==> config.mk <==
export PLATFORM = sky130hd
export DESIGN_NAME = bsu
export DESIGN_NICKNAME = d
export VERILOG_FILES = /design/src/core_pkg.sv /design/src/bsu.sv
export SDC_FILE = /design/constraint.sdc
export NUM_CORES = 1
export LEC_CHECK = 0
export BUFFER_PORTS_ARGS = -buffer_cell sky130_fd_sc_hd__buf_2
export CORE_MARGIN = 2
export CORE_UTILIZATION = 35
export DETAILED_ROUTE_END_ITERATION = 16
export PLACE_DENSITY = 0.71
export SETUP_SLACK_MARGIN = 0.1
export SYNTH_ARGS = -nofsm -noshare
export SYNTH_HDL_FRONTEND = slang
export SYNTH_SLANG_ARGS = --single-unit
==> constraint.sdc <==
create_clock -name vclk -period 7.8
set_input_delay 1.56 -clock vclk [all_inputs]
set_output_delay 1.56 -clock vclk [all_outputs]
set_load 0.01 [all_outputs]
==> src/core_pkg.sv <==
`default_nettype none

package core_pkg;

    typedef logic [31:0] xlen_t;       // data / address word
    typedef logic [4:0]  reg_addr_t;   // x0..x31
    typedef logic [11:0] csr_addr_t;   // csr space index

    localparam xlen_t RESET_PC    = 32'h0000_0000;
    localparam int    DMEM_WORDS  = 256;
    localparam int    DMEM_AW     = $clog2(DMEM_WORDS);   // word index bits
    localparam xlen_t ECALL_CAUSE = 32'd11;               // ecall from m-mode

    localparam csr_addr_t CSR_MSTATUS = 12'h300;
    localparam csr_addr_t CSR_MTVEC   = 12'h305;
    localparam csr_addr_t CSR_MEPC    = 12'h341;
    localparam csr_addr_t CSR_MCAUSE  = 12'h342;

    localparam logic [11:0] F12_ECALL = 12'h000;   // funct12 of ecall
    localparam logic [11:0] F12_MRET  = 12'h302;   // funct12 of mret

    typedef enum logic [6:0] {
        OP_LUI    = 7'b0110111,
        OP_AUIPC  = 7'b0010111,
        OP_JAL    = 7'b1101111,
        OP_JALR   = 7'b1100111,
        OP_BRANCH = 7'b1100011,
        OP_LOAD   = 7'b0000011,
        OP_STORE  = 7'b0100011,
        OP_IMM    = 7'b0010011,
        OP_REG    = 7'b0110011,
        OP_SYSTEM = 7'b1110011
    } opcode_e;

    typedef enum logic [2:0] {F3_PRIV = 3'b000, F3_CSRRW = 3'b001, F3_CSRRS = 3'b010} sys_f3_e;

    typedef enum logic [3:0] {
        ALU_ADD, ALU_SUB, ALU_SLL, ALU_SLT, ALU_SLTU, ALU_XOR,
        ALU_SRL, ALU_SRA, ALU_OR, ALU_AND, ALU_PASS_B
    } alu_op_e;

    typedef enum logic [2:0] {BR_NONE, BR_EQ, BR_NE, BR_LT, BR_GE, BR_LTU, BR_GEU} br_type_e;
    typedef enum logic       {A_PC = 1'b0, A_RS1 = 1'b1} a_sel_e;
    typedef enum logic [1:0] {B_RS2, B_CSR, B_ZERO, B_IMM} b_sel_e;
    typedef enum logic [2:0] {WB_NONE, WB_PC4, WB_ALU, WB_MEM, WB_CSR} wb_sel_e;
    typedef enum logic [1:0] {MEM_BYTE = 2'b00, MEM_HALF = 2'b01, MEM_WORD = 2'b10} mem_size_e;

    typedef struct packed {
        a_sel_e    a_sel;
        b_sel_e    b_sel;
        alu_op_e   alu_op;
        br_type_e  br_type;
        wb_sel_e   wb_sel;
        logic      reg_we;
        logic      mem_rd;
        logic      mem_wr;
        mem_size_e mem_size;
        logic      mem_unsigned;   // lbu / lhu
        logic      jump;           // jal / jalr
        logic      csr_we;
        logic      is_ecall;
        logic      is_mret;
    } ctrl_t;

    typedef struct packed {
        logic      en;
        reg_addr_t rd;
        xlen_t     data;
    } wb_t;

endpackage

`default_nettype wire

==> src/bsu.sv <==
`timescale 1ns/1ps
`default_nettype none

module bsu import core_pkg::*; (
    input  wire xlen_t    rs1,
    input  wire xlen_t    rs2,
    input  wire br_type_e br_type,
    output logic          taken
);

    always_comb
    begin
        case (br_type)
            BR_EQ:   taken = (rs1 == rs2);
            BR_NE:   taken = (rs1 != rs2);
            BR_LT:   taken = ($signed(rs1) < $signed(rs2));
            BR_GE:   taken = ($signed(rs1) >= $signed(rs2));
            BR_LTU:  taken = (rs1 < rs2);
            BR_GEU:  taken = (rs1 >= rs2);
            default: taken = 1'b0;   // not a branch
        endcase
    end

endmodule

`default_nettype wire

==> results.yml, run 1 <==
flow_run:
  max_cap_violations: 0
routing:
  drt-total-wl_um: 1945
  via_per_inst: 4.770
  first_iter_violations: 26
  highest_layer: "met3"
  wl_met1_um: 922
  antenna_left: 0
  remaining_drc_errors: 0
  dr.pass1.iters: 3
  met2WireLength_um: 852
  vias: 1078
  wl_per_cell_um: 8.606
  wl_met3_um: 170
sta:
  grt_setup_unrepaired: "no"
  finalSetupTns_ns: 0
  hold_violations: 0
  slew_headroom_pct: 63.50
  finalSetupViolations: 0
  min_period_over_period_pct: 68.77
  max_freq_mhz: 186.4
  fin_crit_ns: 5.364
  max_slew.worst_pin.slew_ns: 0.5459
  drv_slew: 0
finish:
  final-seq-area_um2: 0
  final_common_cell: "buf_2"
  nClkBuffers: 0
  seq_cells: 0
  antennaDiodeCount: 0
  area_growth_pct: 40.54
  final_cell_mix: "buf_2, inv_1, ha_1, a21oi_1, nand2_1"
  nets: 297
  drive_gt1_share_pct: 37.24
floorplan:
  dieWidth_um: 55.61
  initial_core_util_pct: 37.29
  die_area_um2: 3092
  rows: 18
  die_h_um: 55.61
  ioPinCount: 68
  coreArea_um2: 2500
cts:
  cts_resized: 0
  cts_setup_buffers: 0
  cts_hold_buf: 0
power_and_ir_drop:
  power-per-cell-area_nw_per_um2: 45.07
  p_leak_nw: 0.8581
  ir_drop_v: 0.00002454
  finalPower_w: 0.00005905
grt:
  grt_pass1_wl_um: 3608
  grt_start_max_net_pins: 6
  gr-usage-all-layers_pct: 12.96
  grt_pass1_vias: 1013
  antenna_found_initial: 0
  overflow: 0
setup_path:
  critPathTopFamily: "compound AO/OA/AOI/OAI gates"
  required_ns: 6.24
  crit_chain: "buf_2 > ha_1 > a21o_1 > a21o_1 > a2111oi_4 > o21ai_2 > or4_1 > a31o_1 > o211a_1 > buf_2"
  critPathSlowestCell: "or4_1"
  arrival_ns: 3.80
  end_kind: "primary output"
  startpoint_type: "input pin"
  path_max_fanout: 5
  cp.buffers_inverters: 2
  slowest_delay_ns: 0.51
  path_class: "in2out"
logic_synthesis:
  syn_inst: 128
  syn_area_per_cell_um2: 7.282
  synthDistinctLibCells: 29
  ys_seq_area_share_pct: 0
  yosys_warnings: 0
  syn_area_um2: 932.1
  syn_nets: 227
placed_design:
  dp_hpwl_um: 1926
  io_buffers: 68
  gp_congestion: 0.6824
status:
  status: "complete, no violations"
hold_path:
  hold_class: "in2out"
-- final cells by class --
cell class,instances,area [µm²]
repair buffers,68,340.3
multi-input cells,91,793.3
fillers,261,1190
inverters,37,138.9
well taps,30,37.54
-- power by group --
part	internal, W	switching (W)
registers	0	0
logic	0.0000323	0.0000268
clock network	0	0
total	0.0000323	0.0000268
-- per-layer routing --
metal	GRT usage, %	vias up
met2	24.32	39
met4	0.3484	0
met3	2.326	0
li1	-	586
met5	0	-
met1	16.11	453
-- cell families after synthesis --
family          after synthesis  synth area share [%]
buf+inv                      37                 14.90
mux                           2                 2.148
fa+ha+maj                    32                 42.95
simple gates                 29                 17.45
compound gates               28                 22.55
-- per-stage QoR --
stage,std cells,setup WS (ns),hold slack [ns],instance area (µm²),util [%]
finish,226,2.436,3.609,1310,52.40
detailed placement,226,2.423,3.609,1310,52.40
global route,226,2.336,3.645,1310,52.40
floorplan,128,2.685,3.406,932.1,-
global placement,226,2.448,3.601,1310,52.40
CTS,226,2.417,3.612,1310,52.40
-- cells in the mapped netlist --
library cell | number | share of area (%)
nand3_1 | 2 | 1.1
nand4_1 | 5 | 3.4
or4_1 | 1 | 0.81
a21o_1 | 3 | 2.4
inv_1 | 37 | 15
and4_1 | 2 | 1.9
o211a_1 | 1 | 1.1
a211oi_1 | 1 | 0.81
o32ai_1 | 1 | 0.94
nand2_1 | 8 | 3.2
nor4_2 | 1 | 1.3
nor3_1 | 1 | 0.54
a221oi_1 | 3 | 2.8
a21oi_1 | 9 | 4.8
o21ai_0 | 2 | 1.1
and3_1 | 1 | 0.67
a31o_1 | 1 | 0.94
nor4_1 | 1 | 0.67
a21o_2 | 1 | 0.94
mux2i_1 | 2 | 2.1
and2_1 | 2 | 1.3
ha_1 | 32 | 43
o21ai_1 | 2 | 1.1
nand2b_1 | 2 | 1.3
o31ai_1 | 1 | 0.81
nor2_1 | 3 | 1.2
a2111oi_4 | 1 | 3.0
o21ai_2 | 1 | 0.94
o21a_2 | 1 | 0.94
-- worst paths after layout --
path / start / to / slack (ns) / cells past startpoint
max: rs1[5] / taken / 2.44 / 10
min: br_type[2] / taken / 3.61 / 4
(Power assumes the default switching activity.)
==> run 2: changes to the inputs <==
--- a/config.mk
+++ b/config.mk
@@ -5,11 +5,12 @@
 export SDC_FILE = /design/constraint.sdc
 export NUM_CORES = 1
 export LEC_CHECK = 0
+export ABC_AREA = 1
 export BUFFER_PORTS_ARGS = -buffer_cell sky130_fd_sc_hd__buf_2
 export CORE_MARGIN = 2
 export CORE_UTILIZATION = 35
 export DETAILED_ROUTE_END_ITERATION = 16
-export PLACE_DENSITY = 0.71
+export PLACE_DENSITY = 0.69
 export SETUP_SLACK_MARGIN = 0.1
 export SYNTH_ARGS = -nofsm -noshare
 export SYNTH_HDL_FRONTEND = slang
==> constraint.sdc (replaced) <==
create_clock -name vclk -period 5.5
set_input_delay 1.1 -clock vclk [all_inputs]
set_output_delay 1.1 -clock vclk [all_outputs]
set_load 0.01 [all_outputs]
==> results.yml, run 2 <==
logic_synthesis:
  syn_area_um2: 997.2
  synth_most_common_cell: "inv_1"
  synthDistinctLibCells: 17
  syn_area_per_cell_um2: 5.936
  yosysTopAreaCell: "ha_1"
  syn_inst: 168
  yosys-top-cells-area: "ha_1, inv_1, nand2_1, a21oi_1, nor2_1"
  syn_nets: 267
  synth_commonest_cells: "inv_1, nand2_1, ha_1, a21oi_1, nor2_1"
  synth_top_area_share_pct: 40.15
  yosys_warnings: 0
  ys_seq_area_share_pct: 0
grt:
  grt_start_max_net_pins: 5
  gr-usage-all-layers_pct: 12.48
  use_met1_pct: 16.46
  grt_pass1_wl_um: 3601
  antenna_found_initial: 0
  grt_pass1_vias: 1000
  met2_usage_pct: 23.86
  grtUsageMet3_pct: 0.2268
  overflow: 0
  gr-max-usage-layer: "met2"
hold_path:
  min_path_cells: 5
  whs_endpoint: "taken"
  hold_class: "in2out"
  hold_start: "br_type[1]"
setup_path:
  end_kind: "primary output"
  slowest_delay_ns: 0.28
  critPathSlowestCell: "ha_1"
  critPathTopFamily: "simple AND/OR/NAND/NOR gates"
  crit_cells: 15
  startpoint_type: "input pin"
  arrival_ns: 2.59
  path_class: "in2out"
  path_max_fanout: 3
  required_ns: 4.40
  cp.buffers_inverters: 4
  crit_chain: "buf_2 > inv_1 > ha_1 > nand2_1 > nor2_1 > nand4_1 > nor2_1 > nand2_2 > nand4_2 > nand2_1 > clkinv_1 > nand2_1 > nor2_1 > nand3_1 > buf_2"
flow_run:
  max_cap_violations: 0
finish:
  drive_gt1_share_pct: 32.20
  antennaDiodeCount: 0
  nClkBuffers: 0
  seq_cells: 0
  final-seq-area_um2: 0
  fin_cells: 267
  fillCellCount: 293
  fin_util_pct: 50.34
  final_cell_mix: "buf_2, inv_1, nand2_1, ha_1, a21oi_1"
  area_growth_pct: 38.02
  final_common_cell: "buf_2"
  nets: 337
sta:
  fin_crit_ns: 3.691
  grt_setup_unrepaired: "no"
  drv_slew: 0
  min_period_over_period_pct: 67.11
  max_slew.worst_pin.slew_ns: 0.1873
  finalSetupViolations: 0
  finalSetupTns_ns: 0
  hold_violations: 0
  slew_headroom_pct: 87.47
  max_freq_mhz: 270.9
routing:
  via_per_inst: 4.300
  remaining_drc_errors: 0
  vias: 1148
  first_iter_violations: 18
  wl_per_cell_um: 7.277
  antenna_left: 0
  dr.pass1.iters: 4
  drt-total-wl_um: 1943
floorplan:
  dieWidth_um: 57.38
  die_h_um: 57.38
  ioPinCount: 68
  rows: 19
  die_area_um2: 3292
  initial_core_util_pct: 36.48
  coreArea_um2: 2734
power_and_ir_drop:
  ir_drop_v: 0.00004429
  power-per-cell-area_nw_per_um2: 63.02
  p_leak_nw: 0.9634
cts:
  cts_setup_buffers: 0
  cts_resized: 0
  cts_hold_buf: 0
status:
  status: "complete, no violations"
placed_design:
  dp_hpwl_um: 1890
  gp_congestion: 0.7349
  io_buffers: 68
  dp.cells: 267
run 2: cell families after synthesis:
group | count (synthesis) | synth area share [%]
adder cells (fa/ha/maj) | 32 | 40.15
buffers and inverters | 46 | 17.31
AND/OR/NAND/NOR | 71 | 31.87
AO/OA/AOI/OAI | 19 | 10.66
run 2: where the power goes:
group / total [W] / switching (W) / internal, W
logic: 0.0000867 / 0.0000425 / 0.0000442
registers: 0 / 0 / 0
clock network: 0 / 0 / 0
total: 0.0000867 / 0.0000425 / 0.0000442
run 2: worst max path at each step:
stage,startpoint,endpoint,slack (ns)
final,rs2[7],taken,1.81
after global routing,rs1[15],taken,1.62
after CTS,rs2[7],taken,1.77
after detailed placement,rs2[7],taken,1.78
after global placement,rs2[7],taken,1.81
after floorplan,rs2[23],taken,2.12
run 2: stage by stage:
| step | power (W) | setup slack [ns] | area, µm² | hold slack (ns) |
|---|---|---|---|---|
| 2_1_floorplan | 0.00005337 | 2.118 | 997.2 | 2.380 |
| 3_3_place_gp | 0.00008670 | 1.805 | 1376 | 2.598 |
| 3_5_place_dp | 0.00008802 | 1.783 | 1376 | 2.600 |
| 4_1_cts | 0.00008855 | 1.774 | 1376 | 2.603 |
| 5_1_grt | 0.0001041 | 1.617 | 1376 | 2.625 |
| 6_report | 0.00008674 | 1.809 | 1376 | 2.596 |
run 2: routing by layer:
metal | up-vias | routed length, µm
met3 | 0 | 132
met5 | - | 0
li1 | 663 | -
met4 | 0 | 0
met2 | 33 | 893
met1 | 452 | 917
run 2: layout make-up:
class / instances / area, µm² / area share [%]
multi-input cells: 122 / 824.5 / 59.91
repair buffers: 68 / 340.3 / 24.73
well taps: 31 / 38.79 / 2.818
inverters: 46 / 172.7 / 12.55
