<file path="src/core_pkg.sv">
`default_nettype none

package core_pkg;

    typedef logic [31:0] xlen_t;       // data / address word
    typedef logic [4:0]  reg_addr_t;   // x0..x31
    typedef logic [11:0] csr_addr_t;   // csr space index

    localparam xlen_t RESET_PC    = 32'h0000_0000;
    localparam int    DMEM_WORDS  = 256;
    localparam int    DMEM_AW     = $clog2(DMEM_WORDS);   // word index bits
    localparam xlen_t ECALL_CAUSE = 32'd11;               // ecall from m-mode

    localparam csr_addr_t CSR_MSTATUS = 12'h300;
    localparam csr_addr_t CSR_MTVEC   = 12'h305;
    localparam csr_addr_t CSR_MEPC    = 12'h341;
    localparam csr_addr_t CSR_MCAUSE  = 12'h342;

    localparam logic [11:0] F12_ECALL = 12'h000;   // funct12 of ecall
    localparam logic [11:0] F12_MRET  = 12'h302;   // funct12 of mret

    typedef enum logic [6:0] {
        OP_LUI    = 7'b0110111,
        OP_AUIPC  = 7'b0010111,
        OP_JAL    = 7'b1101111,
        OP_JALR   = 7'b1100111,
        OP_BRANCH = 7'b1100011,
        OP_LOAD   = 7'b0000011,
        OP_STORE  = 7'b0100011,
        OP_IMM    = 7'b0010011,
        OP_REG    = 7'b0110011,
        OP_SYSTEM = 7'b1110011
    } opcode_e;

    typedef enum logic [2:0] {F3_PRIV = 3'b000, F3_CSRRW = 3'b001, F3_CSRRS = 3'b010} sys_f3_e;

    typedef enum logic [3:0] {
        ALU_ADD, ALU_SUB, ALU_SLL, ALU_SLT, ALU_SLTU, ALU_XOR,
        ALU_SRL, ALU_SRA, ALU_OR, ALU_AND, ALU_PASS_B
    } alu_op_e;

    typedef enum logic [2:0] {BR_NONE, BR_EQ, BR_NE, BR_LT, BR_GE, BR_LTU, BR_GEU} br_type_e;
    typedef enum logic       {A_PC = 1'b0, A_RS1 = 1'b1} a_sel_e;
    typedef enum logic [1:0] {B_RS2, B_CSR, B_ZERO, B_IMM} b_sel_e;
    typedef enum logic [2:0] {WB_NONE, WB_PC4, WB_ALU, WB_MEM, WB_CSR} wb_sel_e;
    typedef enum logic [1:0] {MEM_BYTE = 2'b00, MEM_HALF = 2'b01, MEM_WORD = 2'b10} mem_size_e;

    typedef struct packed {
        a_sel_e    a_sel;
        b_sel_e    b_sel;
        alu_op_e   alu_op;
        br_type_e  br_type;
        wb_sel_e   wb_sel;
        logic      reg_we;
        logic      mem_rd;
        logic      mem_wr;
        mem_size_e mem_size;
        logic      mem_unsigned;   // lbu / lhu
        logic      jump;           // jal / jalr
        logic      csr_we;
        logic      is_ecall;
        logic      is_mret;
    } ctrl_t;

    typedef struct packed {
        logic      en;
        reg_addr_t rd;
        xlen_t     data;
    } wb_t;

endpackage

`default_nettype wire

</file>
<file path="src/csr.sv">
`timescale 1ns/1ps
`default_nettype none

module csr import core_pkg::*; (
    input  wire            clk,
    input  wire            rst_n,
    input  wire csr_addr_t addr,
    input  wire xlen_t     wdata,
    input  wire            we,
    input  wire            ecall,
    input  wire            mret,
    input  wire xlen_t     pc,
    output xlen_t          rdata,
    output xlen_t          trap_pc
);

    xlen_t mstatus;   // storage only, no mie/mpie behavior
    xlen_t mtvec;
    xlen_t mepc;
    xlen_t mcause;

    always_ff @(posedge clk or negedge rst_n)
    begin
        if (!rst_n)
        begin
            mstatus <= '0;
            mtvec   <= '0;
            mepc    <= '0;
            mcause  <= '0;
        end
        else
        begin
            if (we)
            begin
                case (addr)
                    CSR_MSTATUS: mstatus <= wdata;
                    CSR_MTVEC:   mtvec   <= wdata;
                    CSR_MEPC:    mepc    <= wdata;
                    CSR_MCAUSE:  mcause  <= wdata;
                    default: ;
                endcase
            end
            if (ecall)
            begin
                mepc   <= pc;   // pc of the ecall itself
                mcause <= ECALL_CAUSE;
            end
        end
    end

    always_comb
    begin
        case (addr)
            CSR_MSTATUS: rdata = mstatus;
            CSR_MTVEC:   rdata = mtvec;
            CSR_MEPC:    rdata = mepc;
            CSR_MCAUSE:  rdata = mcause;
            default:     rdata = '0;
        endcase
    end

    assign trap_pc = mret ? mepc : mtvec;   // return vs. handler entry

    // decoder must never flag both system ops on one instruction
    assert property (@(posedge clk) disable iff (!rst_n) !(ecall && mret))
        else $error("ecall and mret asserted together");

endmodule

`default_nettype wire

</file>
<file path="config.mk">
export PLATFORM = sky130hd
export DESIGN_NAME = csr
export DESIGN_NICKNAME = d
export VERILOG_FILES = /design/src/core_pkg.sv /design/src/csr.sv
export SDC_FILE = /design/constraint.sdc
export NUM_CORES = 1
export LEC_CHECK = 0
export BUFFER_PORTS_ARGS = -buffer_cell sky130_fd_sc_hd__buf_2
export CORE_MARGIN = 1.5
export CORE_UTILIZATION = 30
export DETAILED_ROUTE_END_ITERATION = 8
export GPL_TIMING_DRIVEN = 0
export PLACE_DENSITY = 0.47
export SYNTH_ARGS = -nofsm -noshare
export SYNTH_HDL_FRONTEND = slang
export SYNTH_SLANG_ARGS = --single-unit
export TNS_END_PERCENT = 100
</file>
<file path="constraint.sdc">
create_clock -name clk -period 3.1 [get_ports clk]
set_clock_uncertainty 0.1 [all_clocks]
set_input_delay 0.31 -clock clk [delete_from_list [all_inputs] [get_ports clk]]
set_output_delay 0.31 -clock clk [all_outputs]
set_load 0.02 [all_outputs]
</file>
==> impl_metrics.toml, run 1 <==
[pwr]
ir_drop_v = 0.0003312
powerDensity_nw_per_um2 = 491.1
p_total_mw = 4.075
p_leak_nw = 3.921

[floorplanning]
row_count = 54
die_h_um = 151.7
core_area_sq_um = 21760
die_area_sq_um = 23010
initial_core_util = 0.3048
io_pins = 145
die_w_um = 151.7

[synth]
ys_warn_count = 0
syn_nets = 605
syn-cell-area_sq_um = 6631
synth_cell_type_count = 33
synth_top_area_frac = 0.4830
synthMostInstantiatedCell = "dfrtp_1"
ys_seq_area_frac = 0.4830
syn_area_per_cell_sq_um = 12.66
ys_ff_latch = 128
synth_commonest_cells = "dfrtp_1 (128), mux2_2 (75), a22o_1 (61)"
synth-main-ff-cell = "dfrtp_1"
yosys-top-cells-area = "dfrtp_1 (48%), mux2_2 (13%), a22o_1 (8.1%), a221o_1 (4.8%), mux2_4 (4.5%)"
synth_edf_count = 0
synth_top_area_cell = "dfrtp_1"
syn_inst = 524
synthArstFlopShare = 1.000

[timing]
min_period_over_period = 0.9062
fmax_ghz = 0.3560
relSlewSlack = 0.4604
rsz0062_at_grt = "no"
drv_slew = 0
finalHoldViolCount = 0
tightest_slew_ns = 0.8094
finalSetupViolCount = 0
period_needed_ns = 2.809

[placed_design]
numPortBuffers = 142
dp_hpwl_mm = 15.32
placed_area_sq_um = 7726
gp_congestion = 0.7869

[worst_setup_path]
timing.critical_path.mode_cell = "buf_2"
endpoint_kind = "primary output"
required_ns = 2.69
cp_data_arrival_time_ns = 2.40
timing_worst_setup_path_type = "in -> out"
cp_slowest_cell = "nor4_1"
path_buf_inv = 3
cp-start-kind = "input port"
path_cells = "buf_2 -> nor4_1 -> nand2_1 -> clkbuf_1 -> o2bb2ai_1 -> a22o_1 -> buf_2"
slowest_delay_ns = 0.60
cp_top_family = "simple AND/OR/NAND/NOR gates"
cp_max_fo = 10

[detailed_routing]
drt_iter0_markers = 255
route.detailed.drc = 0
vias_per_cell = 5.437
wire_per_inst_um = 23.10
wirelength_mm = 22.63
via_count = 5328
drt.antenna.violating_nets = 0
dr.pass1.iters = 4

[cts]
cts_sinks = 128
cts-root-buf = "clkbuf_16"
ctsResizeCount = 0
max-clock-path-buffers = 2
cts.clk_slew.worst_paths_ns = 0.06
clock_latency_ns = 0.41
htreeDepth = 4
cts_inserted_buffers = 17
cts_tree = "done"

[final_layout]
syn2layout_area_growth_pct = 25.11
antennaDiodeCount = 0
stdcell_area_sq_um = 8297
layout-drive-gt1-share = 0.4243
nets = 768

[run_status]
status = "completed"

[global_routing]
grt_antenna_before_repair = 0
grt_start_max_net_pins = 81
track_usage = 0.2023
overflow = 0
grt_pass1_vias = 5558
grt_pass1_wl_mm = 33.93

[worst_hold_path]
hold_path.class = "in -> reg"

[run]
drv_cap = 0
sequential cells by signal (all words and copies together) (netlist names):
register and flops:
mepc 32, mtvec 32, mcause 32, mstatus 32
per-stage QoR:
stage	setup WS (ns)	utilization	std cells	hold WS, ns	setup TNS (ns)
after floorplan	0.8680	-	524	-0.08559	0
after global placement	-0.2210	0.3536	946	0.3763	-26.93
after detailed placement	0.1509	0.3551	947	0.1987	0
after CTS	0.2793	0.3814	980	0.007802	0
after global routing	0.1968	0.3814	980	0.007315	0
final	0.2907	0.3814	980	0.02200	0
routing by layer:
layer / vias to the layer above / wire length (um) / share of wire / global-route usage
li1: 2383 / - / - / -
met1: 2751 / 10480 / 0.46 / 0.2770
met2: 172 / 10540 / 0.47 / 0.3195
met3: 22 / 1270 / 0.056 / 0.04551
met4: 0 / 340 / 0.015 / 0.05769
met5: - / 0 / 0 / 0
power breakdown:
part / leakage [nW] / switching, mW / internal, mW / total, mW
Sequential: 1.72 / 0.0329 / 1.71 / 1.75
Combinational: 1.93 / 0.244 / 0.168 / 0.411
Clock: 0.272 / 0.758 / 1.16 / 1.92
worst paths after layout:
check / start / end / slack [ns] / depth (start not counted)
max reg2reg: mepc[22] / mepc[22] / 2.02 / 2
max in group asynchronous: rst_n / mepc[0] / 1.80 / 3
min: pc[4] / mepc[4] / 0.02 / 2
min in group asynchronous: rst_n / mtvec[5] / 0.31 / 2
min reg2reg: mcause[19] / mcause[19] / 0.40 / 1
max: addr[5] / rdata[15] / 0.29 / 7
layout make-up:
cell class              count  area (sq um)
flip-flops and latches    128          3203
plain buffers              55         261.5
multi-input cells         341          3167
clock buffers              22         474.2
clock inverters            10         86.33
well taps                 280         350.3
fillers                  2163         13460
repair buffers            144         754.5
logic make-up after synthesis:
group	count (synthesis)	share of synthesized area
AOI/OAI and AO/OA	162	0.2136
buffers and inverters	55	0.03943
DFF	128	0.4830
muxes	96	0.1743
and+or+nand+nor	83	0.08962
cells in the final DEF (no fill, tap or decap), types with 5 or more instances in the layout:
master / synthesis / routed
o2bb2ai_1: 32 / 32
nor3b_1: 32 / 32
clkinv_2: 0 / 5
buf_2: 17 / 158
mux2_4: 20 / 20
dfrtp_1: 128 / 128
clkbuf_16: 0 / 17
mux2_2: 75 / 75
a22o_1: 61 / 61
a221o_1: 32 / 32
a22oi_1: 32 / 32
nor2b_1: 32 / 32
clkbuf_1: 29 / 31
what timing repair did:
action                                 CTS  global route
endpoints found under the hold margin   48             0
hold buffers                             1             0
setup buffers                            0             0
Power figures use the tool's default switching activity.
==> run 2: changes to the inputs <==
--- a/config.mk
+++ b/config.mk
@@ -8,2 +8,5 @@
 export BUFFER_PORTS_ARGS = -buffer_cell sky130_fd_sc_hd__buf_2
+export CELL_PAD_IN_SITES_DETAIL_PLACEMENT = 1
+export CELL_PAD_IN_SITES_GLOBAL_PLACEMENT = 1
+export CORE_ASPECT_RATIO = 1.75
 export CORE_MARGIN = 1.5
@@ -12,3 +15,3 @@
 export GPL_TIMING_DRIVEN = 0
-export PLACE_DENSITY = 0.47
+export PLACE_DENSITY = 0.57
 export SYNTH_ARGS = -nofsm -noshare
--- a/constraint.sdc
+++ b/constraint.sdc
@@ -4,2 +4,2 @@
 set_output_delay 0.31 -clock clk [all_outputs]
-set_load 0.02 [all_outputs]
+set_load 0.1 [all_outputs]
==> run 2 against run 1 <==
Design area grew 0.86%. Largest power group unchanged. Power grew 8.2%. Die area rose by 0.16%. Wire length rose by 6.0%. Register-to-register slack barely moved. Combinational power rose by 42%. Clock power up 8%. Non-clock buffer count unchanged. Count of clock-buffer cells in the layout up 2.
==> impl_metrics.toml, run 2 (same netlist as run 1, synthesis figures left out) <==
[timing]
relSlewSlack = 0.4501
fmax_ghz = 0.3353
finalSetupViolCount = 0
drv_slew = 0
rsz0062_at_grt = "no"
finalHoldViolCount = 0
tightest_slew_ns = 0.8249
hold_slack_ns = 0.02232
period_needed_ns = 2.983
min_period_over_period = 0.9621

[worst_hold_path]
holdPathEnd = "mepc[6]"
worstHoldPathCells = 2
hold_path.class = "in -> reg"
min_from = "pc[6]"

[worst_setup_path]
slowest_delay_ns = 0.59
path_cells = "buf_2 -> or4_4 -> nor2_4 -> clkbuf_1 -> o2bb2ai_1 -> a22o_1 -> buf_2"
cp-start-kind = "input port"
timing.critical_path.mode_cell = "buf_2"
endpoint_kind = "primary output"
required_ns = 2.69
cp_max_fo = 10
cp_data_arrival_time_ns = 2.57
rr_startpoint = "mepc[17]"
cp_slowest_cell = "or4_4"
reg2reg_to = "mepc[17]"
rr_worst_depth = 2
timing_worst_setup_path_type = "in -> out"
r2r_slack_ns = 2.02

[floorplanning]
die_area_sq_um = 23040
die_h_um = 199.7
row_count = 71
core_area_sq_um = 21590
die_w_um = 115.4
io_pins = 145
initial_core_util = 0.3072

[global_routing]
grt_pass1_vias = 6155
overflow = 0
grt_start_max_net_pins = 77
track_usage = 0.2174
grt_pass1_wl_mm = 36.65
grt_antenna_before_repair = 1

[pwr]
switching_share = 0.2705
power_frac_clock = 0.471
p_sw_mw = 1.193
seqPwrFrac = 0.396
internal_power_mw = 3.217
power_frac_comb = 0.133
p_leak_nw = 3.940
p_total_mw = 4.410
powerDensity_nw_per_um2 = 527.0
ir_drop_v = 0.0003375

[detailed_routing]
drt.antenna.violating_nets = 0
via_count = 5383
wirelength_mm = 23.99
vias_per_cell = 5.432
dr.pass1.iters = 4
drt_iter0_markers = 236
wire_per_inst_um = 24.21
route.detailed.drc = 0

[final_layout]
utilization = 0.3876
mostFrequentLayoutCells = "buf_2 (151), dfrtp_1 (128), mux2_2 (75), a22o_1 (61)"
layout-drive-gt1-share = 0.4212
final_common_cell = "buf_2"
stdcell_area_sq_um = 8368
nets = 768
layout.area.seq_sq_um = 3203
finalNonFillerCells = 991
nFillCells = 2360
multi_input_area_sq_um = 3167
syn2layout_area_growth_pct = 26.19

[cts]
max-clock-path-buffers = 2
cts.clk_slew.worst_paths_ns = 0.06
cts_inserted_buffers = 17
cts_tree = "done"
htreeDepth = 4
cts-root-buf = "clkbuf_16"
clock_latency_ns = 0.42
cts_sinks = 128

[placed_design]
numPortBuffers = 142
post-place-cells = 959
gp_congestion = 0.7769
placed_area_sq_um = 7741
dp_hpwl_mm = 16.75

[run_status]
status = "completed"

[run]
drv_cap = 0
run 2: through the flow:
stage / setup slack, ns / TNS [ns]
final: 0.1175 / 0
after global routing: 0.001376 / 0
after CTS: 0.04285 / 0
after detailed placement: 0.04334 / 0
after global placement: -0.1536 / -17.30
after floorplan: 0.3465 / 0
run 2: worst max-delay path by stage:
stage           endpoint    start  cells past startpoint
4_1_cts        rdata[26]  addr[5]                      8
3_5_place_dp   rdata[26]  addr[5]                      8
3_3_place_gp     mepc[9]    rst_n                      1
2_1_floorplan  rdata[10]  addr[5]                      6
5_1_grt         rdata[1]  addr[5]                      8
6_report       rdata[17]  addr[5]                      7
run 2: per-layer routing:
layer	GRT usage	wire, um	share of wire
met5	0	0	0
met4	0.09694	850	0.035
met3	0.03943	859	0.036
met2	0.3855	12580	0.52
met1	0.2517	9703	0.40
run 2: power by group through the flow:
| stage | combinational, mW | sequential, mW | clock (mW) |
|---|---|---|---|
| 2_1_floorplan | 0.390 | 1.76 | 0 |
| 3_3_place_gp | 0.571 | 1.78 | 0 |
| 3_5_place_dp | 0.589 | 1.78 | 0 |
| 4_1_cts | 0.591 | 1.75 | 2.12 |
| 5_1_grt | 0.619 | 1.75 | 2.18 |
| 6_report | 0.584 | 1.75 | 2.08 |
run 2: area by class of cell:
cell class | instances | share of cell area
antenna | 1 | 0.0002990
buffer | 55 | 0.03125
clock buffer | 24 | 0.05876
clock inverter | 6 | 0.01256
multi-input combinational | 341 | 0.3784
sequential | 128 | 0.3828
tap | 292 | 0.04366
timing repair buffer | 144 | 0.09225
run 2: repair_timing:
action / in CTS / in global routing
hold endpoints to repair: 52 / 0
hold buffers: 1 / 0
gates resized for setup: 0 / 7
buffers inserted: 0 / 0
setup endpoints to repair: 0 / 7
run 2: worst max-delay path: cells and delay by family:
kind,cells,cell delay [ns]
buf+inv,3,1.05
simple gates,2,0.82
compound gates,2,0.39
