`config.mk`:
```
export PLATFORM = sky130hd
export DESIGN_NAME = idu
export DESIGN_NICKNAME = d
export VERILOG_FILES = /design/src/core_pkg.sv /design/src/idu.sv
export SDC_FILE = /design/constraint.sdc
export NUM_CORES = 1
export LEC_CHECK = 0
export BUFFER_PORTS_ARGS = -buffer_cell sky130_fd_sc_hd__buf_2
export CORE_MARGIN = 2
export CORE_UTILIZATION = 36
export DETAILED_ROUTE_END_ITERATION = 10
export PLACE_DENSITY = 0.87
export SYNTH_ARGS = -nofsm -noshare
export SYNTH_HDL_FRONTEND = slang
export SYNTH_SLANG_ARGS = --single-unit
export TNS_END_PERCENT = 5
```
`constraint.sdc`:
```
create_clock -name vclk -period 2.7
set_clock_uncertainty 0.2 [all_clocks]
set_input_delay 0.675 -clock vclk [all_inputs]
set_output_delay 0.675 -clock vclk [all_outputs]
set_load 0.05 [all_outputs]
```
`src/core_pkg.sv`:
```
`default_nettype none

package core_pkg;

    typedef logic [31:0] xlen_t;       // data / address word
    typedef logic [4:0]  reg_addr_t;   // x0..x31
    typedef logic [11:0] csr_addr_t;   // csr space index

    localparam xlen_t RESET_PC    = 32'h0000_0000;
    localparam int    DMEM_WORDS  = 256;
    localparam int    DMEM_AW     = $clog2(DMEM_WORDS);   // word index bits
    localparam xlen_t ECALL_CAUSE = 32'd11;               // ecall from m-mode

    localparam csr_addr_t CSR_MSTATUS = 12'h300;
    localparam csr_addr_t CSR_MTVEC   = 12'h305;
    localparam csr_addr_t CSR_MEPC    = 12'h341;
    localparam csr_addr_t CSR_MCAUSE  = 12'h342;

    localparam logic [11:0] F12_ECALL = 12'h000;   // funct12 of ecall
    localparam logic [11:0] F12_MRET  = 12'h302;   // funct12 of mret

    typedef enum logic [6:0] {
        OP_LUI    = 7'b0110111,
        OP_AUIPC  = 7'b0010111,
        OP_JAL    = 7'b1101111,
        OP_JALR   = 7'b1100111,
        OP_BRANCH = 7'b1100011,
        OP_LOAD   = 7'b0000011,
        OP_STORE  = 7'b0100011,
        OP_IMM    = 7'b0010011,
        OP_REG    = 7'b0110011,
        OP_SYSTEM = 7'b1110011
    } opcode_e;

    typedef enum logic [2:0] {F3_PRIV = 3'b000, F3_CSRRW = 3'b001, F3_CSRRS = 3'b010} sys_f3_e;

    typedef enum logic [3:0] {
        ALU_ADD, ALU_SUB, ALU_SLL, ALU_SLT, ALU_SLTU, ALU_XOR,
        ALU_SRL, ALU_SRA, ALU_OR, ALU_AND, ALU_PASS_B
    } alu_op_e;

    typedef enum logic [2:0] {BR_NONE, BR_EQ, BR_NE, BR_LT, BR_GE, BR_LTU, BR_GEU} br_type_e;
    typedef enum logic       {A_PC = 1'b0, A_RS1 = 1'b1} a_sel_e;
    typedef enum logic [1:0] {B_RS2, B_CSR, B_ZERO, B_IMM} b_sel_e;
    typedef enum logic [2:0] {WB_NONE, WB_PC4, WB_ALU, WB_MEM, WB_CSR} wb_sel_e;
    typedef enum logic [1:0] {MEM_BYTE = 2'b00, MEM_HALF = 2'b01, MEM_WORD = 2'b10} mem_size_e;

    typedef struct packed {
        a_sel_e    a_sel;
        b_sel_e    b_sel;
        alu_op_e   alu_op;
        br_type_e  br_type;
        wb_sel_e   wb_sel;
        logic      reg_we;
        logic      mem_rd;
        logic      mem_wr;
        mem_size_e mem_size;
        logic      mem_unsigned;   // lbu / lhu
        logic      jump;           // jal / jalr
        logic      csr_we;
        logic      is_ecall;
        logic      is_mret;
    } ctrl_t;

    typedef struct packed {
        logic      en;
        reg_addr_t rd;
        xlen_t     data;
    } wb_t;

endpackage

`default_nettype wire

```
`src/idu.sv`:
```
`timescale 1ns/1ps
`default_nettype none

module idu import core_pkg::*; (
    input  wire xlen_t inst,
    output ctrl_t      ctrl,
    output xlen_t      imm
);

    opcode_e    opcode;
    logic [2:0] funct3;
    logic       alt;   // funct7[5], sub / sra select

    assign opcode = opcode_e'(inst[6:0]);
    assign funct3 = inst[14:12];
    assign alt    = inst[30];

    // funct3 to alu op, shared by op and op-imm
    function automatic alu_op_e alu_from_f3(input logic [2:0] f3, input logic sub_sra);
        alu_op_e op;
        case (f3)
            3'b000:  op = sub_sra ? ALU_SUB : ALU_ADD;
            3'b001:  op = ALU_SLL;
            3'b010:  op = ALU_SLT;
            3'b011:  op = ALU_SLTU;
            3'b100:  op = ALU_XOR;
            3'b101:  op = sub_sra ? ALU_SRA : ALU_SRL;
            3'b110:  op = ALU_OR;
            default: op = ALU_AND;
        endcase
        return op;
    endfunction

    always_comb
    begin
        ctrl              = '0;
        ctrl.a_sel        = A_RS1;
        ctrl.b_sel        = B_IMM;
        ctrl.alu_op       = ALU_ADD;
        ctrl.br_type      = BR_NONE;
        ctrl.wb_sel       = WB_NONE;
        ctrl.mem_size     = mem_size_e'(funct3[1:0]);   // lb/lh/lw, sb/sh/sw
        ctrl.mem_unsigned = funct3[2];
        imm               = {{20{inst[31]}}, inst[31:20]};   // i-type default
        case (opcode)
            OP_LUI:
            begin
                imm         = {inst[31:12], 12'b0};
                ctrl.alu_op = ALU_PASS_B;
                ctrl.wb_sel = WB_ALU;
                ctrl.reg_we = 1'b1;
            end
            OP_AUIPC:
            begin
                imm         = {inst[31:12], 12'b0};
                ctrl.a_sel  = A_PC;
                ctrl.wb_sel = WB_ALU;
                ctrl.reg_we = 1'b1;
            end
            OP_JAL:
            begin
                imm         = {{11{inst[31]}}, inst[31], inst[19:12], inst[20], inst[30:21], 1'b0};
                ctrl.a_sel  = A_PC;   // target = pc + imm
                ctrl.jump   = 1'b1;
                ctrl.wb_sel = WB_PC4;
                ctrl.reg_we = 1'b1;
            end
            OP_JALR:
            begin
                ctrl.jump   = 1'b1;   // target = rs1 + imm
                ctrl.wb_sel = WB_PC4;
                ctrl.reg_we = 1'b1;
            end
            OP_BRANCH:
            begin
                imm        = {{19{inst[31]}}, inst[31], inst[7], inst[30:25], inst[11:8], 1'b0};
                ctrl.a_sel = A_PC;
                case (funct3)
                    3'b000:  ctrl.br_type = BR_EQ;
                    3'b001:  ctrl.br_type = BR_NE;
                    3'b100:  ctrl.br_type = BR_LT;
                    3'b101:  ctrl.br_type = BR_GE;
                    3'b110:  ctrl.br_type = BR_LTU;
                    3'b111:  ctrl.br_type = BR_GEU;
                    default: ctrl.br_type = BR_NONE;
                endcase
            end
            OP_LOAD:
            begin
                ctrl.mem_rd = 1'b1;
                ctrl.wb_sel = WB_MEM;
                ctrl.reg_we = 1'b1;
            end
            OP_STORE:
            begin
                imm         = {{20{inst[31]}}, inst[31:25], inst[11:7]};
                ctrl.mem_wr = 1'b1;
            end
            OP_IMM:
            begin
                ctrl.alu_op = alu_from_f3(funct3, (funct3 == 3'b101) && alt);   // no subi
                ctrl.wb_sel = WB_ALU;
                ctrl.reg_we = 1'b1;
            end
            OP_REG:
            begin
                ctrl.b_sel  = B_RS2;
                ctrl.alu_op = alu_from_f3(funct3, alt);
                ctrl.wb_sel = WB_ALU;
                ctrl.reg_we = 1'b1;
            end
            OP_SYSTEM:
            begin
                case (sys_f3_e'(funct3))
                    F3_PRIV:
                    begin
                        ctrl.is_ecall = (inst[31:20] == F12_ECALL);
                        ctrl.is_mret  = (inst[31:20] == F12_MRET);
                    end
                    F3_CSRRW:
                    begin
                        ctrl.b_sel  = B_ZERO;   // rs1 + 0 passes rs1
                        ctrl.csr_we = 1'b1;
                        ctrl.wb_sel = WB_CSR;
                        ctrl.reg_we = 1'b1;
                    end
                    F3_CSRRS:
                    begin
                        ctrl.b_sel  = B_CSR;    // rs1 | csr
                        ctrl.alu_op = ALU_OR;
                        ctrl.csr_we = 1'b1;
                        ctrl.wb_sel = WB_CSR;
                        ctrl.reg_we = 1'b1;
                    end
                    default: ;
                endcase
            end
            default: ;   // fence and unknown opcodes act as nop
        endcase
    end

endmodule

`default_nettype wire

```
==> results of run 1 <==
-- logic make-up after synthesis --
logic type | count (synthesis) | share of synthesized area, %
buffers and inverters | 17 | 11.6
multiplexers | 2 | 2.65
AND/OR/NAND/NOR | 58 | 45.6
AO/OA/AOI/OAI | 38 | 39.0
XOR/XNOR | 1 | 1.16
-- routing by layer --
layer  overflow  GRT usage [%]
met1          0           69.9
met4          8           79.2
met3          0           51.5
met2         17           95.1
met5          0              0
-- timing repair --
action	4_1_cts
buffers inserted	5
resized for setup	93
cloned	2
endpoints found under the setup margin	43
pin swaps	6
-- through the flow --
step	TNS [ps]	instance area [um2]	util, %
CTS	-1340	1800	91.6
detailed placement	-7920	1440	73.6
global placement	-5330	1440	73.6
floorplan	-7050	845	-
==> qor.yml, run 1 <==
gr-total-overflow: 25
syn_area_um2: 754
die_y_um: 49.8
pre_cts_ws_ps: -263
dp_hpwl_mm: 2.94
synth_area_leaders: "a21o_1 20%, nor2_1 5.5%, and2_1 5.0%"
port-buffer-count: 87
ctsHoldBuffers: 0
syn_nets: 148
synth.yosys.seq_area_share_pct: 0
yosysTopAreaCellShare_pct: 19.9
die_x_um: 49.8
dp.cells: 244
grt_max_degree: 15
outcome: "aborted with a tool error"
synth_common_cells: "20 x a21o_1, 11 x nor2_1, 10 x nand2_1"
yosysWarnings: 0
worst_endpoint_kind: "output port"
yosysMostFrequentCell: "a21o_1"
yosys.area.top_type: "a21o_1"
initial_core_util_pct: 38.5
io-pin-count: 87
tool.error: "[ERROR GRT-0232] Routing congestion too high. Check the congestion heatmap in the GUI."
haltStage: "5_1_grt"
rows: 16
grt-worst-endpoint: "ctrl[9]"
gp_congestion: 0.878
synth_cell_types: 37
synth_cells: 116
avgSynthCellArea_um2: 6.50
grt_usage_pct: 72.6
==> run 2, diff against run 1 <==
CORE_AREA = 2 2 63 65   (was not set)
CORE_MARGIN = not set   (was 2)
CORE_UTILIZATION = not set   (was 36)
DIE_AREA = 0 0 65 67   (was not set)
PLACE_DENSITY = not set   (was 0.87)
PLACE_DENSITY_LB_ADDON = 0.15   (was not set)
==> run 2 against run 1 <==
Synthesized cell count unchanged. Synthesized area unchanged. The flow now finishes, with violations (negative setup slack).
==> qor.yml, run 2 <==
grt_pass1_wl_mm: 5.23
antenna_found_initial: 0
num-fill-cells: 358
syn_nets: 148
rsz0062_at_grt: "true"
synth-simple-area-share_pct: 45.6
yosysTopAreaCellShare_pct: 19.9
final_cell_mix: "47 x buf_2, 38 x buf_4, 24 x buf_6"
fin_crit_sh_pct: 102
gp_congestion: 0.791
end_kind: "primary output"
synth_cells: 116
drv_cap: 0
seqCellArea_um2: 0
grt_usage_pct: 14.8
syn_area_um2: 754
worst_ep_arrival_time_ps: 1890
n_antenna_cell: 0
startpoint_type: "primary input"
synth_cell_types: 37
drt-wirelength-per-cell_um: 12.8
nFlopsAndLatches: 0
p_sw_uw: 206
worst_slew_pin_slew_ps: 279
violations: "negative setup slack"
synth_top_family_by_area: "simple AND/OR/NAND/NOR gates"
rows: 22
io-pin-count: 87
port-buffer-count: 87
ant_nets: 0
switching_share_pct: 63.1
wirelength_mm: 3.52
initial_core_util_pct: 20.9
critPathMaxFanout: 5
hold_class: "in -> out"
max_slew_margin_pct: 81.4
synth_compound_area_share_pct: 39.0
p_total_uw: 327
setup_viol: 19
clkPwrFrac_pct: 0
seqPwrFrac_pct: 0
die_area_mm2: 0.00436
drt_iter0_markers: 26
synth_area_leaders: "a21o_1 20%, nor2_1 5.5%, and2_1 5.0%"
grt_max_degree: 14
drc: 0
synth_common_cells: "20 x a21o_1, 11 x nor2_1, 10 x nand2_1"
core_mm2: 0.00361
whs_path_depth: 3
pre_cts_ws_ps: -246
vdd_drop_max_mv: 0.0666
dp.cells: 273
critPathRequiredTime_ps: 1820
drt_pass1_iterations: 4
avgSynthCellArea_um2: 6.50
synthXorXnorAreaFrac_pct: 1.16
die_x_um: 65
final_common_cell: "buf_2"
yosys.area.top_type: "a21o_1"
yosysWarnings: 0
grt_pass1_vias: 1178
p_leak_uw: 0.000983
hold_path.startpoint: "inst[28]"
synth.yosys.seq_area_share_pct: 0
outcome: "finished with violations"
final_cell_count_no_fill: 274
die_y_um: 67
hold_viol: 0
hold_path_end: "ctrl[1]"
gr-total-overflow: 0
synthMuxAreaShare_pct: 2.65
fin_crit_ps: 2770
worst_slack_ps: -65.8
fmax_mhz: 362
via_per_inst: 4.59
area_growth_pct: 140
worstSetupPathType: "in -> out"
dp_hpwl_mm: 2.91
finalMaxSlewViolations: 0
final_layout_size_suffix_gt1_share_pct: 66.8
power_density_mw_per_mm2: 181
p_int_uw: 121
synth_fa_ha_area_share_pct: 0
combPwrFrac_pct: 100.0
vias: 1258
yosysMostFrequentCell: "a21o_1"
clkbuf_count: 0
startpoint: "inst[0]"
layout.nets: 260
run 2: power by group through the flow:
stage | Combinational, uW | Sequential (uW) | Clock [uW]
floorplan | 196 | 0 | 0
global placement | 291 | 0 | 0
detailed placement | 293 | 0 | 0
CTS | 322 | 0 | 0
global route | 345 | 0 | 0
finish | 327 | 0 | 0
run 2: worst max-delay path, cell delays in order:
cell,delay (ps)
buf_4,120
and4bb_4,210
and3_4,160
and3_4,170
or3b_4,390
buf_8,160
run 2: logic make-up (layout without fill, tap and decap cells):
logic type / Yosys count / after routing
xor+xnor: 1 / 1
mux: 2 / 2
simple gates: 58 / 58
compound gates: 38 / 38
buf+inv: 17 / 127
run 2: metal layers:
metal	wire, um	part of all wire (%)	track usage, %	vias to the layer above
li1	-	-	-	643
met1	1350	38	16.3	580
met2	2010	57	32.1	33
met3	131	3.7	0.338	2
met4	19	0.54	1.06	0
met5	0	0	0	-
run 2: area by class of cell:
| cell class | count | area [um2] | share of cell area (%) |
|---|---|---|---|
| timing repair buffer | 123 | 918 | 50.7 |
| inverter | 4 | 15.0 | 0.829 |
| tap | 48 | 60.1 | 3.32 |
| multi-input combinational | 99 | 817 | 45.1 |
run 2: how the worst max path moves through the flow:
stage | endpoint | slack (ps) | cells after the start
final | ctrl[9] | -70 | 6
after global routing | ctrl[1] | -160 | 6
after CTS | ctrl[9] | -60 | 6
after detailed placement | imm[26] | -250 | 7
after global placement | imm[30] | -210 | 7
after floorplan | ctrl[14] | -310 | 5
run 2: metrics by stage:
step | setup TNS (ps) | instance area [um2] | hold WS (ps) | util (%)
6_report | -437 | 1810 | 1480 | 50.2
4_1_cts | -593 | 1740 | 1480 | 48.3
3_5_place_dp | -7230 | 1530 | 1500 | 42.4
5_1_grt | -2080 | 1810 | 1500 | 50.2
3_3_place_gp | -6340 | 1530 | 1500 | 42.4
2_1_floorplan | -7050 | 845 | 1220 | -
run 2: repair_timing:
action / in CTS / in global routing
hold buffers: 0 / 0
gates cloned: 1 / 0
setup endpoints to repair: 43 / 39
gates resized for setup: 64 / 25
pin swaps: 7 / 2
setup buffers: 0 / 0
Note: power is estimated with default switching activity, not from simulation.
==> run 3, diff against run 2 <==
MAX_ROUTING_LAYER = met4   (was not set)
PLACE_DENSITY = 0.54   (was not set)
PLACE_DENSITY_LB_ADDON = not set   (was 0.15)
==> run 3 against run 2 <==
Largest power group unchanged. The flow still finishes with violations (negative setup slack). Critical path type unchanged. Design area increased by 4.4%. Wire length grew 11%. First-iteration DRC count rose by 73%. Combinational power barely moved. Fmax is 0.73% lower. Setup slack got worse by 20 ps.
==> qor.yml, run 3 (synthesis results as in run 2) <==
grt_max_degree: 13
slowest_delay_ps: 380
via_per_inst: 4.64
grt_pass1_wl_mm: 5.91
fin_crit_ps: 2790
final_cell_mix: "54 x buf_2, 45 x buf_4, 28 x buf_6"
fin_crit_sh_pct: 103
num-fill-cells: 354
cp_common_cell: "buf_4"
n_antenna_cell: 0
critPathRequiredTime_ps: 1820
drc: 0
nFlopsAndLatches: 0
switching_share_pct: 63.7
critical-path-top-delay-family: "buffers and inverters"
grt_usage_pct: 17.2
crit_path_top_delay_cell: "or3b_4"
vias: 1304
fmax_mhz: 359
die_x_um: 65
startpoint_type: "primary input"
grt_pass1_vias: 1245
worstSetupPathType: "in -> out"
port-buffer-count: 87
p_sw_uw: 210
clkPwrFrac_pct: 0
seqCellArea_um2: 0
combPwrFrac_pct: 100.0
whs_path_depth: 2
pre_cts_ws_ps: -250
final_common_cell: "buf_2"
final_layout_size_suffix_gt1_share_pct: 69.1
p_int_uw: 120
drt_pass1_iterations: 4
max_slew_margin_pct: 77.5
fin_util_pct: 52.4
drv_cap: 0
gp_congestion: 0.758
layout.nets: 267
clkbuf_count: 0
path_cells: "buf_2 > nand2_4 > nor4_4 > buf_4 > buf_4 > a21o_1 > or3b_4 > buf_8"
p_leak_uw: 0.00103
die_area_mm2: 0.00436
hold_class: "in -> out"
setup_viol: 37
power_density_mw_per_mm2: 175
ant_nets: 0
final_cell_count_no_fill: 281
worst_slack_ps: -86.2
rows: 22
worst_ep_arrival_time_ps: 1910
tns_ps: -1390
worst_slew_pin_slew_ps: 337
area_growth_pct: 150
outcome: "finished with violations"
dp_hpwl_mm: 2.95
io-pin-count: 87
die_y_um: 67
seqPwrFrac_pct: 0
critPathMaxFanout: 6
finalMaxSlewViolations: 0
drt_iter0_markers: 45
initial_core_util_pct: 20.9
vdd_drop_max_mv: 0.0849
drt-wirelength-per-cell_um: 13.9
worstSetupPathDepth: 8
end_kind: "primary output"
wirelength_mm: 3.91
violations: "negative setup slack"
crit_buf_inv: 4
rsz0062_at_grt: "true"
dp.cells: 275
core_mm2: 0.00361
gr-total-overflow: 0
hold_viol: 0
antenna_found_initial: 0
## run 3: changes by cell type in the layout (fill, tap and decap cells not counted), sizes merged
cell / change
buf: +17
clkbuf: -11
or2: +1
## run 3: layout make-up
type / count / area (um2) / share of cell area (%)
Inverter: 4 / 15.0 / 0.795
Multi-Input combinational cell: 100 / 861 / 45.6
Tap cell: 48 / 60.1 / 3.18
Timing Repair Buffer: 129 / 953 / 50.5
## run 3: final timing paths
check / startpoint / endpoint / slack [ps]
max: inst[1] / ctrl[9] / -90
min: inst[14] / ctrl[4] / 1480
## run 3: repair_timing
action	in CTS	in global routing
gates cloned	2	0
setup buffers	6	0
hold buffers	0	0
pin swaps	12	3
endpoints found under the setup margin	44	47
gates resized for setup	73	19
## run 3: metal layers
layer  track usage, %  part of all wire, %  vias up
li1                 -                    -      658
met1             21.7                   42      600
met2             31.2                   53       42
met3            0.338                  3.9        4
met4             3.19                  1.2        0
met5                -                    0        -
## run 3: through the flow
| stage | hold WS (ps) | power [uW] | cell area [um2] |
|---|---|---|---|
| after floorplan | 1220 | 196 | 845 |
| after global placement | 1480 | 291 | 1550 |
| after detailed placement | 1480 | 293 | 1550 |
| after CTS | 1480 | 326 | 1830 |
| after global routing | 1490 | 348 | 1890 |
| final | 1480 | 330 | 1890 |
## run 3: power by group through the flow
stage	clock network (uW)	logic [uW]	registers, uW
after CTS	0	326	0
after global placement	0	291	0
after global routing	0	348	0
after detailed placement	0	293	0
final	0	330	0
after floorplan	0	196	0
==> run 4, diff against run 3 <==
CORE_AREA = 5 5 66 68   (was 2 2 63 65)
DIE_AREA = 0 0 71 73   (was 0 0 65 67)
==> run 4 against run 3 <==
The flow still finishes with violations (negative setup slack). Critical endpoint unchanged. Total power rose by 2.9%. Critical path type unchanged. Non-clock buffer count fell by 6. Setup slack improved by 35 ps. Largest cell class unchanged. Largest power group unchanged. Fmax rose by 1.3%.
==> qor.yml, run 4 (synthesis results as in run 2) <==
outcome: "finished with violations"
violations: "negative setup slack"
clkbuf_count: 0
rows: 23
die_x_um: 71
grt_pass1_vias: 1239
end_kind: "primary output"
hold_path.startpoint: "inst[29]"
die_y_um: 73
drt_iter0_markers: 12
worst_slack_ps: -50.8
initial_core_util_pct: 19.9
grt_max_degree: 15
p_total_uw: 339
multi_input_area_um2: 835
drc: 0
core_mm2: 0.00380
die_area_mm2: 0.00518
worst_ep_arrival_time_ps: 1880
worst_slew_pin_slew_ps: 347
final_layout_size_suffix_gt1_share_pct: 67.7
vdd_drop_max_mv: 0.0577
grt_usage_pct: 13.2
nFlopsAndLatches: 0
tns_ps: -407
area_growth_pct: 152
fin_hold_ws_ps: 1480
port-buffer-count: 87
num-fill-cells: 391
whs_path_depth: 3
p_leak_uw: 0.00100
vias: 1289
io-pin-count: 87
max_slew_margin_pct: 76.8
finalMaxSlewViolations: 0
drt_pass1_iterations: 4
gp_congestion: 0.772
ant_nets: 0
power_density_mw_per_mm2: 178
via_per_inst: 4.67
grt_pass1_wl_mm: 5.64
startpoint_type: "primary input"
wirelength_mm: 3.85
fin_util_pct: 50.0
pre_cts_ws_ps: -266
fmax_mhz: 364
final_common_cell: "buf_4"
hold_viol: 0
n_antenna_cell: 0
fin_crit_sh_pct: 102
gr-total-overflow: 0
hold_class: "in -> out"
rsz0062_at_grt: "true"
ctsHoldBuffers: 0
worstSetupPathType: "in -> out"
final_cell_mix: "44 x buf_4, 39 x buf_2, 36 x buf_6"
drv_cap: 0
startpoint: "inst[3]"
antenna_found_initial: 0
setup_viol: 20
critPathRequiredTime_ps: 1820
dp_hpwl_mm: 3.02
drt-wirelength-per-cell_um: 14.0
fin_crit_ps: 2750
seqCellArea_um2: 0
critPathMaxFanout: 5
layout.nets: 260
-- run 4: changes by cell type in the layout (fill, tap and decap cells not counted), sizes merged --
cell,change
or2,-1
buf,-7
clkbuf,+1
-- run 4: worst paths after layout --
check	end
setup / recovery	ctrl[9]
hold / removal	ctrl[1]
-- run 4: critical path: stages --
cell	delay (ps)
buf_6	80
and4bb_4	240
and3_4	160
and3_4	170
or3b_4	390
buf_8	160
-- run 4: power breakdown --
part	internal, uW	total (uW)	switching, uW
Sequential	0	0	0
Combinational	129	339	211
Clock	0	0	0
-- run 4: cell type report --
class                      instances  share of cell area (%)
inverter                           4                   0.790
tap                               50                    3.29
timing repair buffer             123                    52.0
multi-input combinational         99                    43.9
-- run 4: metrics by stage --
step / cells / cell area, um2
global placement: 276 / 1550
global route: 276 / 1900
detailed placement: 276 / 1550
CTS: 276 / 1830
finish: 276 / 1900
floorplan: 116 / 845
-- run 4: timing repair --
action,4_1_cts,5_1_grt
pin swaps,10,5
buffers inserted,1,0
endpoints found under the setup margin,45,47
gates resized for setup,86,19
-- run 4: metal layers --
| metal | share of wire (%) | track usage [%] | vias to the layer above | wire (um) |
|---|---|---|---|---|
| li1 | - | - | 648 | - |
| met1 | 39 | 15.6 | 603 | 1510 |
| met2 | 56 | 25.3 | 38 | 2150 |
| met3 | 5.0 | 1.38 | 0 | 191 |
| met4 | 0 | 0.418 | 0 | 0 |
| met5 | 0 | - | - | 0 |
